**src/rtl/aud_pkg.sv**
```systemverilog
`default_nettype none

package aud_pkg;

    localparam int SAMPLE_W  = 16;
    localparam int ADDR_W    = 20;
    localparam int BIT_W     = $clog2(SAMPLE_W);   // bit counter within a slot
    localparam int DEF_DEPTH = 1024000;

    typedef enum logic [2:0] {
        IDLE,
        RECORD,
        PLAY,
        PAUSE_REC,
        PAUSE_PLAY
    } xport_state_t;

endpackage

`default_nettype wire

```
**src/rtl/mem_req_if.sv**
```systemverilog
`timescale 1ns/1ps
`default_nettype none

interface mem_req_if
    import aud_pkg::*;
();

    logic                req;
    logic                ack;
    logic                we;      // 1 for write, 0 for read
    logic [ADDR_W-1:0]   addr;
    logic [SAMPLE_W-1:0] wdata;
    logic [SAMPLE_W-1:0] rdata;   // valid while ack is high

    modport client (
        output req, we, addr, wdata,
        input  ack, rdata
    );

    modport port (
        input  req, we, addr, wdata,
        output ack, rdata
    );

endinterface

`default_nettype wire

```
**src/rtl/xport_if.sv**
```systemverilog
`timescale 1ns/1ps
`default_nettype none

interface xport_if
    import aud_pkg::*;
();

    logic              start;   // one-cycle pulses from the controller
    logic              pause;   // toggles paused and running
    logic              stop;
    logic              active;
    logic [ADDR_W-1:0] count;   // words done since last start

    modport controller (
        output start, pause, stop,
        input  active, count
    );

    modport engine (
        input  start, pause, stop,
        output active, count
    );

endinterface

`default_nettype wire

```
**src/rtl/aud_ctrl.sv**
```systemverilog
`timescale 1ns/1ps
`default_nettype none

module aud_ctrl
    import aud_pkg::*;
#(
    parameter int DEPTH = DEF_DEPTH
) (
    input  logic              i_clk,
    input  logic              i_rst_n,
    input  logic              i_key_rec,
    input  logic              i_key_play,
    input  logic              i_key_pause,
    input  logic              i_key_stop,
    xport_if.controller       rec_xp,
    xport_if.controller       play_xp,
    output logic              o_recording,
    output logic              o_playing,
    output logic              o_paused,
    output logic [ADDR_W-1:0] o_rec_len
);

    xport_state_t      state_r;
    xport_state_t      state_w;
    logic              rec_act_d_r;
    logic              play_act_d_r;
    logic [ADDR_W-1:0] rec_len_r;
    logic              rec_full;
    logic              rec_fell;
    logic              play_fell;

    assign rec_full  = (rec_xp.count == ADDR_W'(DEPTH));
    assign rec_fell  = rec_act_d_r & ~rec_xp.active;
    assign play_fell = play_act_d_r & ~play_xp.active;   // last word sent

    always_comb begin
        state_w       = state_r;
        rec_xp.start  = 1'b0;
        rec_xp.pause  = 1'b0;
        rec_xp.stop   = 1'b0;
        play_xp.start = 1'b0;
        play_xp.pause = 1'b0;
        play_xp.stop  = 1'b0;
        case (state_r)
            IDLE: begin
                if (i_key_rec) begin
                    state_w      = RECORD;
                    rec_xp.start = 1'b1;
                end else if (i_key_play) begin
                    state_w       = PLAY;
                    play_xp.start = 1'b1;
                end
            end
            RECORD, PAUSE_REC: begin
                if (i_key_stop || (state_r == RECORD && rec_full)) begin
                    state_w     = IDLE;
                    rec_xp.stop = 1'b1;
                end else if (i_key_pause) begin
                    state_w      = (state_r == RECORD) ? PAUSE_REC : RECORD;
                    rec_xp.pause = 1'b1;
                end
            end
            PLAY, PAUSE_PLAY: begin
                if (i_key_stop) begin
                    state_w      = IDLE;
                    play_xp.stop = 1'b1;
                end else if (play_fell) begin
                    state_w = IDLE;
                end else if (i_key_pause) begin
                    state_w       = (state_r == PLAY) ? PAUSE_PLAY : PLAY;
                    play_xp.pause = 1'b1;
                end
            end
            default: state_w = IDLE;
        endcase
    end

    always_ff @(posedge i_clk or posedge i_rst_n) begin
        if (i_rst_n) begin
            state_r      <= IDLE;
            rec_act_d_r  <= 1'b0;
            play_act_d_r <= 1'b0;
            rec_len_r    <= '0;
        end else begin
            state_r      <= state_w;
            rec_act_d_r  <= rec_xp.active;
            play_act_d_r <= play_xp.active;
            if (rec_fell) begin
                rec_len_r <= rec_xp.count;   // count is frozen once the recorder is idle
            end
        end
    end

    assign o_recording = (state_r == RECORD) || (state_r == PAUSE_REC);
    assign o_playing   = (state_r == PLAY) || (state_r == PAUSE_PLAY);
    assign o_paused    = (state_r == PAUSE_REC) || (state_r == PAUSE_PLAY);
    assign o_rec_len   = rec_len_r;

    a_one_engine : assert property (
        @(posedge i_clk) disable iff (i_rst_n)
        !(rec_xp.active && play_xp.active)
    ) else $error("recorder and player active together");

endmodule

`default_nettype wire

```
**src/rtl/aud_player.sv**
```systemverilog
`timescale 1ns/1ps
`default_nettype none

module aud_player
    import aud_pkg::*;
(
    input  logic              i_clk,
    input  logic              i_rst_n,
    input  logic              i_daclrck,
    input  logic [ADDR_W-1:0] i_play_len,
    output logic              o_dacdat,
    xport_if.engine           xp,
    mem_req_if.client         mem
);

    logic                playing_r;
    logic                paused_r;
    logic                lrc_d_r;
    logic                req_r;
    logic [ADDR_W-1:0]   fetch_addr_r;
    logic [ADDR_W-1:0]   count_r;
    logic                buf_valid_r;
    logic [SAMPLE_W-1:0] buf_r;     // prefetched word
    logic [SAMPLE_W-1:0] shift_r;
    logic [BIT_W-1:0]    bits_left_r;
    logic                dac_fall;
    logic                done;
    logic                fetch_go;
    logic                load;

    assign dac_fall = lrc_d_r & ~i_daclrck;
    assign done     = playing_r && (count_r == i_play_len) && (bits_left_r == '0);
    assign fetch_go = playing_r && !buf_valid_r && !req_r && !mem.ack
                      && (fetch_addr_r != i_play_len);
    // underrun leaves the slot at zero and the word goes out next frame
    assign load     = playing_r && !xp.stop && !done && dac_fall
                      && buf_valid_r && !paused_r;

    assign mem.req   = req_r;
    assign mem.we    = 1'b0;
    assign mem.addr  = fetch_addr_r;
    assign mem.wdata = '0;

    assign xp.active = playing_r;
    assign xp.count  = count_r;

    always_ff @(posedge i_clk or posedge i_rst_n) begin
        if (i_rst_n) begin
            playing_r    <= 1'b0;
            paused_r     <= 1'b0;
            lrc_d_r      <= 1'b0;
            req_r        <= 1'b0;
            fetch_addr_r <= '0;
            count_r      <= '0;
            buf_valid_r  <= 1'b0;
            bits_left_r  <= '0;
            o_dacdat     <= 1'b0;
        end else begin
            lrc_d_r <= i_daclrck;

            if (req_r && mem.ack) begin
                req_r        <= 1'b0;
                buf_valid_r  <= 1'b1;
                fetch_addr_r <= fetch_addr_r + 1'b1;
            end else if (fetch_go) begin
                req_r <= 1'b1;
            end

            if (xp.start) begin
                playing_r    <= 1'b1;
                paused_r     <= 1'b0;
                buf_valid_r  <= 1'b0;
                fetch_addr_r <= '0;
                count_r      <= '0;
                bits_left_r  <= '0;
                o_dacdat     <= 1'b0;
            end else if (playing_r && (xp.stop || done)) begin
                playing_r   <= 1'b0;
                bits_left_r <= '0;
                o_dacdat    <= 1'b0;
            end else if (playing_r) begin
                if (xp.pause) begin
                    paused_r <= ~paused_r;
                end
                if (load) begin
                    o_dacdat    <= buf_r[SAMPLE_W-1];   // first bit one clock after lr edge
                    bits_left_r <= BIT_W'(SAMPLE_W - 1);
                    buf_valid_r <= 1'b0;
                    count_r     <= count_r + 1'b1;
                end else if (bits_left_r != '0) begin
                    o_dacdat    <= shift_r[SAMPLE_W-1];
                    bits_left_r <= bits_left_r - 1'b1;
                end else begin
                    o_dacdat <= 1'b0;   // right slot and idle time
                end
            end
        end
    end

    always_ff @(posedge i_clk) begin
        if (req_r && mem.ack) begin
            buf_r <= mem.rdata;
        end
        if (load) begin
            shift_r <= {buf_r[SAMPLE_W-2:0], 1'b0};
        end else begin
            shift_r <= {shift_r[SAMPLE_W-2:0], 1'b0};
        end
    end

endmodule

`default_nettype wire

```
**src/rtl/aud_recorder.sv**
```systemverilog
`timescale 1ns/1ps
`default_nettype none

module aud_recorder
    import aud_pkg::*;
#(
    parameter int DEPTH = DEF_DEPTH
) (
    input  logic      i_clk,
    input  logic      i_rst_n,
    input  logic      i_adclrck,
    input  logic      i_adcdat,
    xport_if.engine   xp,
    mem_req_if.client mem
);

    typedef enum logic [1:0] {
        R_IDLE,
        R_WAIT,
        R_SHIFT
    } rec_state_t;

    rec_state_t          state_r;
    logic                lrc_d_r;
    logic                paused_r;
    logic [BIT_W-1:0]    bit_cnt_r;
    logic [SAMPLE_W-2:0] shift_r;
    logic [SAMPLE_W-1:0] wdata_r;
    logic                req_r;
    logic [ADDR_W-1:0]   count_r;
    logic                lrc_fall;
    logic                busy;
    logic                at_limit;
    logic                last_bit;

    assign lrc_fall = lrc_d_r & ~i_adclrck;   // left slot starts
    assign busy     = req_r | mem.ack;        // handshake not finished yet
    assign at_limit = (count_r == ADDR_W'(DEPTH));
    assign last_bit = (bit_cnt_r == BIT_W'(SAMPLE_W - 1));

    assign mem.req   = req_r;
    assign mem.we    = 1'b1;
    assign mem.addr  = count_r;   // next sequential word
    assign mem.wdata = wdata_r;

    assign xp.active = (state_r != R_IDLE);
    assign xp.count  = count_r;

    always_ff @(posedge i_clk or posedge i_rst_n) begin
        if (i_rst_n) begin
            state_r   <= R_IDLE;
            lrc_d_r   <= 1'b0;
            paused_r  <= 1'b0;
            bit_cnt_r <= '0;
            req_r     <= 1'b0;
            count_r   <= '0;
        end else begin
            lrc_d_r <= i_adclrck;

            if (req_r && mem.ack) begin
                req_r <= 1'b0;
                if (state_r != R_IDLE) begin
                    count_r <= count_r + 1'b1;   // late write after stop is not counted
                end
            end

            if (state_r == R_IDLE) begin
                if (xp.start) begin
                    state_r  <= R_WAIT;
                    paused_r <= 1'b0;
                    count_r  <= '0;
                end
            end else if (xp.stop || at_limit) begin
                state_r <= R_IDLE;
            end else begin
                if (xp.pause) begin
                    paused_r <= ~paused_r;
                end
                if (state_r == R_WAIT) begin
                    // a frame is skipped while paused or while the last write is open
                    if (lrc_fall && !paused_r && !busy) begin
                        state_r   <= R_SHIFT;
                        bit_cnt_r <= '0;
                    end
                end else begin
                    bit_cnt_r <= bit_cnt_r + 1'b1;
                    if (last_bit) begin
                        req_r   <= 1'b1;
                        state_r <= R_WAIT;
                    end
                end
            end
        end
    end

    always_ff @(posedge i_clk) begin
        if (state_r == R_SHIFT) begin
            shift_r <= {shift_r[SAMPLE_W-3:0], i_adcdat};   // msb first
            if (last_bit) begin
                wdata_r <= {shift_r, i_adcdat};
            end
        end
    end

    // req held with addr and wdata stable until the port acknowledges
    a_req_held : assert property (
        @(posedge i_clk) disable iff (i_rst_n)
        mem.req && !mem.ack |=> mem.req && $stable(mem.addr) && $stable(mem.wdata)
    ) else $error("recorder dropped req or changed the write before ack");

endmodule

`default_nettype wire

```
**src/rtl/aud_top.sv**
```systemverilog
`timescale 1ns/1ps
`default_nettype none

module aud_top
    import aud_pkg::*;
#(
    parameter int DEPTH = DEF_DEPTH
) (
    input  logic                i_clk,      // codec bit clock
    input  logic                i_rst_n,
    input  logic                i_adclrck,
    input  logic                i_adcdat,
    input  logic                i_daclrck,
    output logic                o_dacdat,
    output logic [ADDR_W-1:0]   o_sram_addr,
    output logic [SAMPLE_W-1:0] o_sram_wdata,
    input  logic [SAMPLE_W-1:0] i_sram_rdata,
    output logic                o_sram_we_n,
    output logic                o_sram_oe_n,
    input  logic                i_key_rec,
    input  logic                i_key_play,
    input  logic                i_key_pause,
    input  logic                i_key_stop,
    output logic                o_recording,
    output logic                o_playing,
    output logic                o_paused,
    output logic [ADDR_W-1:0]   o_rec_len
);

    mem_req_if rec_mem ();
    mem_req_if play_mem ();
    xport_if   rec_xp ();
    xport_if   play_xp ();

    aud_ctrl #(
        .DEPTH(DEPTH)
    ) u_ctrl (
        .i_clk       (i_clk),
        .i_rst_n     (i_rst_n),
        .i_key_rec   (i_key_rec),
        .i_key_play  (i_key_play),
        .i_key_pause (i_key_pause),
        .i_key_stop  (i_key_stop),
        .rec_xp      (rec_xp.controller),
        .play_xp     (play_xp.controller),
        .o_recording (o_recording),
        .o_playing   (o_playing),
        .o_paused    (o_paused),
        .o_rec_len   (o_rec_len)
    );

    aud_recorder #(
        .DEPTH(DEPTH)
    ) u_recorder (
        .i_clk     (i_clk),
        .i_rst_n   (i_rst_n),
        .i_adclrck (i_adclrck),
        .i_adcdat  (i_adcdat),
        .xp        (rec_xp.engine),
        .mem       (rec_mem.client)
    );

    aud_player u_player (
        .i_clk      (i_clk),
        .i_rst_n    (i_rst_n),
        .i_daclrck  (i_daclrck),
        .i_play_len (o_rec_len),   // plays back the last recording
        .o_dacdat   (o_dacdat),
        .xp         (play_xp.engine),
        .mem        (play_mem.client)
    );

    sram_port u_sram_port (
        .i_clk        (i_clk),
        .i_rst_n      (i_rst_n),
        .rec          (rec_mem.port),
        .play         (play_mem.port),
        .o_sram_addr  (o_sram_addr),
        .o_sram_wdata (o_sram_wdata),
        .o_sram_we_n  (o_sram_we_n),
        .o_sram_oe_n  (o_sram_oe_n),
        .i_sram_rdata (i_sram_rdata)
    );

endmodule

`default_nettype wire

```
**src/rtl/sram_port.sv**
```systemverilog
`timescale 1ns/1ps
`default_nettype none

module sram_port
    import aud_pkg::*;
(
    input  logic                i_clk,
    input  logic                i_rst_n,
    mem_req_if.port             rec,
    mem_req_if.port             play,
    output logic [ADDR_W-1:0]   o_sram_addr,
    output logic [SAMPLE_W-1:0] o_sram_wdata,
    output logic                o_sram_we_n,
    output logic                o_sram_oe_n,
    input  logic [SAMPLE_W-1:0] i_sram_rdata
);

    typedef enum logic [1:0] {
        S_IDLE,
        S_STROBE,
        S_ACK
    } port_state_t;

    port_state_t         state_r;
    logic                sel_r;      // player is being served
    logic                ack_r;
    logic [SAMPLE_W-1:0] rdata_r;
    logic                pick_play;
    logic                pick_we;
    logic                cur_req;

    assign pick_play = ~rec.req;   // recorder has priority
    assign pick_we   = pick_play ? play.we : rec.we;
    assign cur_req   = sel_r ? play.req : rec.req;

    assign rec.ack    = ack_r & ~sel_r;
    assign play.ack   = ack_r & sel_r;
    assign rec.rdata  = rdata_r;
    assign play.rdata = rdata_r;

    always_ff @(posedge i_clk or posedge i_rst_n) begin
        if (i_rst_n) begin
            state_r     <= S_IDLE;
            sel_r       <= 1'b0;
            ack_r       <= 1'b0;
            o_sram_we_n <= 1'b1;
            o_sram_oe_n <= 1'b1;
        end else begin
            case (state_r)
                S_IDLE: begin
                    if (rec.req || play.req) begin
                        sel_r       <= pick_play;
                        o_sram_we_n <= ~pick_we;
                        o_sram_oe_n <= pick_we;
                        state_r     <= S_STROBE;
                    end
                end
                S_STROBE: begin   // strobe low for exactly one cycle
                    o_sram_we_n <= 1'b1;
                    o_sram_oe_n <= 1'b1;
                    ack_r       <= 1'b1;
                    state_r     <= S_ACK;
                end
                S_ACK: begin
                    if (!cur_req) begin
                        ack_r   <= 1'b0;
                        state_r <= S_IDLE;
                    end
                end
                default: state_r <= S_IDLE;
            endcase
        end
    end

    always_ff @(posedge i_clk) begin
        if (state_r == S_IDLE && (rec.req || play.req)) begin
            o_sram_addr  <= pick_play ? play.addr : rec.addr;
            o_sram_wdata <= pick_play ? play.wdata : rec.wdata;
        end
        if (state_r == S_STROBE && !o_sram_oe_n) begin
            rdata_r <= i_sram_rdata;   // end of the oe_n cycle
        end
    end

    a_one_client : assert property (
        @(posedge i_clk) disable iff (i_rst_n)
        !(rec.req && play.req)
    ) else $error("both memory clients request at once");

endmodule

`default_nettype wire

```
**config.mk**
```make
export PLATFORM = sky130hd
export DESIGN_NAME = aud_top
export DESIGN_NICKNAME = d
export VERILOG_FILES = /design/src/rtl/aud_pkg.sv /design/src/rtl/mem_req_if.sv /design/src/rtl/xport_if.sv /design/src/rtl/aud_ctrl.sv /design/src/rtl/aud_player.sv /design/src/rtl/aud_recorder.sv /design/src/rtl/aud_top.sv /design/src/rtl/sram_port.sv
export SDC_FILE = /design/constraint.sdc
export NUM_CORES = 1
export LEC_CHECK = 0
export BUFFER_PORTS_ARGS = -buffer_cell sky130_fd_sc_hd__buf_4
export CORE_ASPECT_RATIO = 0.7
export CORE_UTILIZATION = 64
export CTS_CLUSTER_DIAMETER = 50
export DETAILED_ROUTE_END_ITERATION = 6
export HOLD_SLACK_MARGIN = 0.02
export PLACE_DENSITY = 0.9
export SYNTH_ARGS = -nofsm -noshare
export SYNTH_HDL_FRONTEND = slang
export SYNTH_SLANG_ARGS = --single-unit
```
**constraint.sdc**
```tcl
create_clock -name i_clk -period 7.6 [get_ports i_clk]
set_input_delay 1.14 -clock i_clk [delete_from_list [all_inputs] [get_ports i_clk]]
set_output_delay 1.14 -clock i_clk [all_outputs]
set_load 0.1 [all_outputs]
```
# Word level (Yosys, flattened, before mapping)
# Index checks and enable logic that the tools add are counted.
[op_classes]
addsub = 5
eq_ne = 22
n_mux = 88
n_bitwise = 18
reduce_logical = 67
[op_table]
columns = ["op", "n"]
rows = [
  ["$mux 20", 11],
  ["$add 20x1->20 const B", 3],
  ["$mux 1", 47],
  ["$mux 4", 7],
  ["$mux 3", 8],
  ["$eq 20x20->1", 1],
  ["$eq 20x20->1 const B", 1],
  ["$ne 20x20->1", 1],
  ["$reduce_bool 2->1", 10],
  ["$logic_and 1x1->1", 19],
  ["$mux 2", 9],
  ["$reduce_and 3->1", 6],
  ["$mux 16", 1],
  ["$reduce_and 2->1", 6],
  ["$reduce_bool 4->1", 3],
  ["$not 1->1", 11],
  ["$ne 2x2->1 const B", 5],
  ["$logic_not 1->1", 9],
  ["$pmux 3 s3", 1],
  ["$logic_or 1x1->1", 7],
  ["$and 1x1->1", 6],
  ["$eq 3x2->1 const B", 2],
  ["$pmux 1 s2", 3],
  ["$pmux 2 s3", 1],
  ["18 further kinds", 22],
]
[word_totals]
register_bits = 225
input_bits = 25
out_inout_bits = 62
wordCells = 231

# Depth between registers and ports, before layout
# Gate-level depths: netlist of the first run.
[logic_depth]
word_depth = 13
depth_mapped = 9
mapped_depth_nobuf = 8

# By module
# Synthesis of the first run repeated with hierarchy kept, for this count alone.
[hier_totals]
hier_cells = 893
hier_area_um2 = 10577.6
[modules_own_cells]
columns = ["module", "instances", "cells_each", "area_per_inst_um2", "seq_area_each_um2"]
rows = [
  ["aud_player", 1, 394, 4255.3, 2031.9],
  ["aud_recorder", 1, 224, 2655.0, 1656.6],
  ["sram_port", 1, 143, 2503.7, 1714.1],
  ["aud_ctrl", 1, 132, 1163.6, 625.6],
]

# Least setup slack after synthesis of the first run
# Ideal clock, no wire load.
[synth_path]
path_kind = "reg2reg"
from = "register u_recorder.req_r (netlist: u_recorder.mem.req)"
to = "register u_sram_port.o_sram_addr[0] (enable)"
setup_ns = 0.474
arrival_ns = 2.998
required_ns = 7.126
slack_ns = 4.128
path_stages_with_launch = 4
n_path_buf = 1
synth_period_minus_slack_ns = 3.472
path_cell_list = "dfrtp_1 buf_2 nor2_1 nor3_1"
[synth_via]
elab_chain_cells = 2
[synth_rtl]
columns = ["element", "line_no", "source"]
rows = [
  ["start, declared", "aud_recorder.sv:29", "logic req_r;"],
  ["start signal, assigned", "aud_recorder.sv:55", "req_r <= 1'b0;"],
  ["start signal, assigned", "aud_recorder.sv:61", "req_r <= 1'b0;"],
  ["start signal, assigned", "aud_recorder.sv:88", "req_r <= 1'b1;"],
  ["$logic_or 1x1->1", "sram_port.sv:76", "if (state_r == S_IDLE && (rec.req || play.req)) begin"],
  ["$logic_and 1x1->1", "sram_port.sv:76", ""],
  ["end signal, assigned", "sram_port.sv:77", "o_sram_addr <= pick_play ? play.addr : rec.addr;"],
  ["end, declared", "sram_port.sv:11", "output logic [ADDR_W-1:0] o_sram_addr,"],
]
# Every way passes these cells.
# A chain may end at the register's enable or synchronous reset.

# Final worst setup path of the first run
[layout_path]
from = "input port i_daclrck"
to = "register u_player.count_r[16] (netlist: u_player.xp.count[16])"
[layout_via]
elab_chain_cells = 7
[layout_rtl]
columns = ["element", "line_no", "source"]
rows = [
  ["start, declared", "aud_top.sv:13", "input logic i_daclrck,"],
  ["$not 1->1", "aud_player.sv:31", "assign dac_fall = lrc_d_r & ~i_daclrck;"],
  ["$and 1x1->1", "aud_player.sv:31", ""],
  ["$logic_and 1x1->1", "aud_player.sv:36", "assign load = playing_r && !xp.stop && !done && dac_fall"],
  ["$logic_and 1x1->1 (2 in series)", "aud_player.sv:37", "&& buf_valid_r && !paused_r;"],
  ["$reduce_bool 2->1 (no line)", "n/a", ""],
  ["$reduce_and 3->1 (no line)", "n/a", ""],
  ["end signal, assigned", "aud_player.sv:89", "count_r <= count_r + 1'b1;"],
  ["end, declared", "aud_player.sv:21", "logic [ADDR_W-1:0] count_r;"],
]
# Every way passes these cells.

==> results.yml, run 1 <==
flow_run:
  cap_viol_max_count: 0
die:
  dieHeight_um: 104
  dieArea_sq_um: 15400
  num_rows: 36
  core_area_sq_um: 14200
  io-pin-count: 87
  die_w_um: 148
  start_util_pct: 67.1
yosys:
  synth_top_family_by_area: "simple AND/OR/NAND/NOR gates"
  yosys.area_share.simple_pct: 14.3
  synth.area.mux_share_pct: 7.43
  ys.warnings.count: 0
  synthesis.nets: 798
  synth_area_sq_um: 9550
  synth_xor_area_share_pct: 6.70
  avgSynthCellArea_sq_um: 12.4
  yosys.area_share.adder_pct: 0.786
  synthArstFlopShare_pct: 49.1
  ys_ff_latch: 224
  seq_area_frac_synth_pct: 63.1
  synth-compound-area-share_pct: 5.65
  syn_inst: 767
  synth_ff_type: "dfrtp_1"
  synth-edff-count: 99
  synth_cell_types: 53
hold_path:
  min_delay_path_depth: 0
  hp-class: "reg -> reg"
worst_setup_path:
  reg2reg_depth: 6
  worstSetupStartpoint: "i_daclrck"
  cp_max_fo: 14
  r2r-start: "u_ctrl.o_rec_len[19]"
  crit_path_end_kind: "flop"
  endpoint: "u_player.xp.count[16]"
  cp-start-kind: "primary input"
  r2r_end: "u_player.xp.count[17]"
  critPathKind: "in -> reg"
  crit_required_ps: 8020
  r2r_slack_ps: 4560
  cp.arrival_ps: 3590
route:
  drt_iter0_markers: 666
  postRouteAntennaNets: 0
  finalWirelength_mm: 22.6
  drt_pass1_iterations: 5
  route.vias.total: 6775
  post-route-drc-count: 0
  drt-wirelength-per-cell_um: 21.4
  vias_per_cell: 6.40
sta:
  finalHoldViolCount: 0
  finalCriticalPeriod_ps: 3180
  timing.final.crit_share_pct: 41.8
  maxSlewHeadroom_pct: 19.7
  rsz0062_at_grt: "false"
  worst_slew_pin_slew_ps: 1200
  setup_viol: 0
  slew_violations: 0
  fmax_mhz: 315
  finalSetupTns_ps: 0
  finClkSkew_ps: 11.1
cts:
  clock-sinks: 224
  cts_buffer_depth: 3
  htreeDepth: 1
  cts_hold_buf: 0
  cts_made_buffers: 21
  clk_latency_ps: 500
  cts_setup_buffers: 0
  cts_tree: "built"
  root_buffer: "clkbuf_16"
  clkTransAtPathRegs_ps: 70
  cts_resized: 0
layout:
  drive_gt1_share_pct: 21.6
  finalNetCount: 885
  area_delta_synth_final_pct: 16.1
  final_cells: 1059
  fillCellCount: 811
  n_antenna_cell: 0
  regArea_sq_um: 6030
  multiInputGateArea_sq_um: 3330
  layout_commonest_cell: "dfrtp_1"
  most-common-layout-cells: "dfrtp_1 (108), edfxtp_1 (99), buf_4 (93)"
run_status:
  outcome: "finished clean"
placed_design:
  place_inst: 1021
  gp_congestion: 0.899
  dp_hpwl_mm: 14.5
  io_buffers: 86
grt:
  grt_max_degree: 82
  grt_pass1_vias: 6780
  gr-total-overflow: 0
  grt_pass1_wl_mm: 35.9
  antenna_found_initial: 1
  grt_usage_pct: 30.3
pwr:
  peakVddDrop_mv: 0.364
  power-per-cell-area_nw_per_um2: 384
  p_leak_nw: 4.67
-- layer usage --
metal	wire, um	vias to the layer above	GRT usage, %
li1	-	2941	-
met1	8940	3357	41.8
met2	11000	405	48.9
met3	2060	70	5.92
met4	652	2	9.50
met5	8	-	0
-- registers in the layout, summed over array words and instances (netlist names), 2 cells and up --
name                      flops
u_sram_port.o_sram_wdata     16
u_player.xp.count            20
u_recorder.mem.wdata         16
u_recorder.mem.addr          20
u_sram_port.play.rdata       16
u_ctrl.o_rec_len             20
u_player.buf_r               16
u_recorder.state_r            2
u_ctrl.state_r                3
u_player.mem.addr            20
u_player.bits_left_r          4
u_sram_port.o_sram_addr      20
u_sram_port.state_r           2
u_recorder.bit_cnt_r          4
u_recorder.shift_r           15
u_player.shift_r             15
-- how the worst min path moves through the flow --
stage                                from            endpoint  slack [ps]
3_3_place_gp    u_sram_port.play.rdata[7]   u_player.buf_r[7]         400
3_5_place_dp   u_sram_port.play.rdata[11]  u_player.buf_r[11]         400
2_1_floorplan   u_sram_port.play.rdata[0]   u_player.buf_r[0]         400
6_report        u_sram_port.play.rdata[3]   u_player.buf_r[3]         420
5_1_grt        u_sram_port.play.rdata[15]  u_player.buf_r[15]         420
4_1_cts        u_sram_port.play.rdata[11]  u_player.buf_r[11]         420
-- metrics by stage --
stage,power (mW),hold slack (ps),setup slack [ps],utilization (%),instance area (sq um)
CTS,4.25,420,4480,77.9,11100
global placement,3.07,403,4210,72.9,10400
global route,4.41,423,4260,77.9,11100
finish,4.26,420,4420,77.9,11100
detailed placement,3.14,405,4030,72.9,10400
floorplan,2.80,400,3560,-,9550
-- critical path: stages --
cell	delay, ps
buf_4	120
or4b_4	530
nor2_2	430
nand4_1	530
or4_1	660
a21oi_1	180
-- synthesized netlist by cell type, types with 5 or more instances --
library cell  count  area [sq um]
mux2i_1           9          90.1
nand3_1          32           160
nor2_1           61           229
nand4_1          22           138
xor2_1           38           333
clkbuf_1         17          63.8
nand2b_1          7          43.8
nor3_1           14          70.1
dfxtp_1          15           300
ha_1              6          75.1
mux2_2           55           619
o21ai_0          23           115
or4_1            11          82.6
edfxtp_1         99          2970
nor4_1            7          43.8
or3_1            11          68.8
dfrtp_1         108          2700
and3_1           13          81.3
buf_2             6          30.0
inv_1            19          71.3
o31ai_1          12          90.1
xnor2_1          35           307
nand2_1          43           161
and2_1           21           131
a21oi_1          34           170
buf_1             5          18.8
-- where the power goes --
part	internal, mW	leakage [nW]	switching [mW]	total (mW)
clock	0.656	0.346	0.446	1.10
combinational	0.361	1.80	1.06	1.42
sequential	1.55	2.52	0.186	1.74
-- cell type report --
cell class	count	share of cell area [%]
Tap cell	190	2.14
Inverter	19	0.666
Clock buffer	26	5.00
Clock inverter	12	1.46
Sequential cell	224	54.4
Multi-Input combinational cell	495	30.1
Timing Repair Buffer	93	6.30
-- logic make-up (layout without fill, tap and decap cells) --
kind of cell | after synthesis | count (layout)
AOI/OAI and AO/OA | 91 | 91
xor gates and xnor gates | 73 | 73
adders and majority gates | 6 | 6
buffers and inverters | 48 | 150
DFF | 224 | 224
muxes | 64 | 64
and+or+nand+nor | 261 | 261
Note: power is estimated with default switching activity, not from simulation.
==> run 2, diff against run 1 <==
--- a/config.mk
+++ b/config.mk
@@ -7,11 +7,11 @@
 export LEC_CHECK = 0
 export BUFFER_PORTS_ARGS = -buffer_cell sky130_fd_sc_hd__buf_4
 export CORE_ASPECT_RATIO = 0.7
-export CORE_UTILIZATION = 64
+export CORE_UTILIZATION = 53
 export CTS_CLUSTER_DIAMETER = 50
 export DETAILED_ROUTE_END_ITERATION = 6
 export HOLD_SLACK_MARGIN = 0.02
-export PLACE_DENSITY = 0.9
+export PLACE_DENSITY = 0.8
 export SYNTH_ARGS = -nofsm -noshare
 export SYNTH_HDL_FRONTEND = slang
 export SYNTH_SLANG_ARGS = --single-unit
==> constraint.sdc (replaced) <==
create_clock -name i_clk -period 2.8 [get_ports i_clk]
set_input_delay 0.42 -clock i_clk [delete_from_list [all_inputs] [get_ports i_clk]]
set_output_delay 0.42 -clock i_clk [all_outputs]
set_load 0.1 [all_outputs]
==> results.yml, run 2 (same netlist as run 1, synthesis figures left out) <==
run_status:
  outcome: "finished clean"
worst_setup_path:
  cp_max_fo: 13
  r2r_end: "u_ctrl.state_r[1]"
  crit_required_ps: 3230
  endpoint: "u_player.xp.count[16]"
  cp.arrival_ps: 2830
  r2r_slack_ps: 530
  reg2reg_depth: 8
  critPathKind: "in -> reg"
  r2r-start: "u_recorder.mem.addr[1]"
  worstSetupStartpoint: "i_daclrck"
  crit_path_end_kind: "flop"
  cp-start-kind: "primary input"
pwr:
  intPower_mw: 6.80
  seq_power_share_pct: 41.3
  p_leak_nw: 4.75
  p_comb_share_pct: 34.0
  switching_power_mw: 4.51
  switching_share_pct: 39.9
  clockPowerShare_pct: 24.6
  power-per-cell-area_nw_per_um2: 1000
  peakVddDrop_mv: 0.612
sta:
  finalHoldViolCount: 0
  finalCriticalPeriod_ps: 2410
  rsz0062_at_grt: "false"
  timing.final.crit_share_pct: 86.0
  setup_viol: 0
  fmax_mhz: 415
  finClkSkew_ps: 9.67
  slew_violations: 0
  finalSetupTns_ps: 0
  holdWs_ps: 40.5
  maxSlewHeadroom_pct: 48.5
  worst_slew_pin_slew_ps: 764
placed_design:
  io_buffers: 86
  gp_congestion: 0.903
  place_inst: 1078
  dp_hpwl_mm: 14.0
die:
  dieHeight_um: 114
  num_rows: 40
  io-pin-count: 87
  dieArea_sq_um: 18600
  core_area_sq_um: 17400
  start_util_pct: 55.0
  die_w_um: 162
grt:
  antenna_found_initial: 0
  grt_max_degree: 52
  grt_pass1_wl_mm: 31.9
  gr-total-overflow: 0
  grt_pass1_vias: 5945
  grt_usage_pct: 22.3
route:
  drt-wirelength-per-cell_um: 18.1
  finalWirelength_mm: 20.3
  drt_pass1_iterations: 5
  drt_iter0_markers: 592
  post-route-drc-count: 0
  vias_per_cell: 5.70
  route.vias.total: 6397
  postRouteAntennaNets: 0
hold_path:
  hp-class: "in -> reg"
cts:
  clock-sinks: 224
  root_buffer: "clkbuf_16"
  cts_buffer_depth: 3
  htreeDepth: 1
  cts_tree: "built"
  clkTransAtPathRegs_ps: 60
  cts_made_buffers: 22
  clk_latency_ps: 510
layout:
  layout_commonest_cell: "buf_4"
  finalNetCount: 906
  area_delta_synth_final_pct: 18.1
  final_cells: 1122
  most-common-layout-cells: "buf_4 (110), dfrtp_1 (108), edfxtp_1 (99)"
  n_antenna_cell: 0
  drive_gt1_share_pct: 23.3
  post-route-util_pct: 64.9
flow_run:
  cap_viol_max_count: 0
run 2: cell types whose count changed in the layout (fill, tap and decap cells not counted), sizes merged:
cell         previous run  this run
clkinvlp                1         3
inv                    20        19
dlygate4sd3             0         2
clkinv                  6         9
buf                    93       111
bufinv                  4         1
clkbuf                 26        27
run 2: worst min path at each step:
stage	cells after the start	endpoint	slack, ps	start
5_1_grt	1	u_recorder.lrc_d_r	20	i_adclrck
6_report	1	u_recorder.lrc_d_r	40	i_adclrck
3_3_place_gp	0	u_player.buf_r[4]	400	u_sram_port.play.rdata[4]
3_5_place_dp	0	u_player.buf_r[15]	400	u_sram_port.play.rdata[15]
2_1_floorplan	0	u_player.buf_r[0]	400	u_sram_port.play.rdata[0]
4_1_cts	1	u_recorder.lrc_d_r	30	i_adclrck
run 2: cell type report:
type                            instances  area, sq um
Fill cell                            1297         6090
Sequential cell                       224         6030
Multi-Input combinational cell        495         3340
Timing Repair Buffer                  113          866
Clock buffer                           27          569
Tap cell                              231          289
Clock inverter                         13          105
Inverter                               19         75.1
run 2: per-stage QoR:
step | area [sq um] | setup WS (ps) | total power [mW]
2_1_floorplan | 9560 | 11.2 | 7.59
3_3_place_gp | 10600 | 402 | 8.48
3_5_place_dp | 10600 | 289 | 8.57
4_1_cts | 11300 | 180 | 11.4
5_1_grt | 11300 | 325 | 11.8
6_report | 11300 | 392 | 11.3
run 2: power groups by stage:
stage	Sequential, mW	Clock, mW	Combinational, mW
finish	4.68	2.79	3.85
global route	4.75	2.96	4.08
CTS	4.67	2.83	3.86
detailed placement	4.73	0	3.84
global placement	4.71	0	3.77
floorplan	6.01	0	1.58
run 2: timing repair:
item                                    CTS  global route
hold buffers                              2             0
hold endpoints to repair                 21             0
resized for setup                         0             0
endpoints found under the setup margin    0             1
buffers inserted                          0             2
run 2: critical path, stage by stage:
cell and delay (ps):
dlygate4sd3_1 560, buf_4 150, or4b_4 520, nor2_2 170, nand4_1 120, buf_4 210
or4_1 500, a21oi_1 190
run 2: layer usage:
layer / wire, um / share of wire [%] / global-route usage [%]
met1: 9840 / 48 / 35.3
met2: 8560 / 42 / 31.6
met3: 1370 / 6.7 / 3.55
met4: 525 / 2.6 / 6.54
met5: 0 / 0 / 0
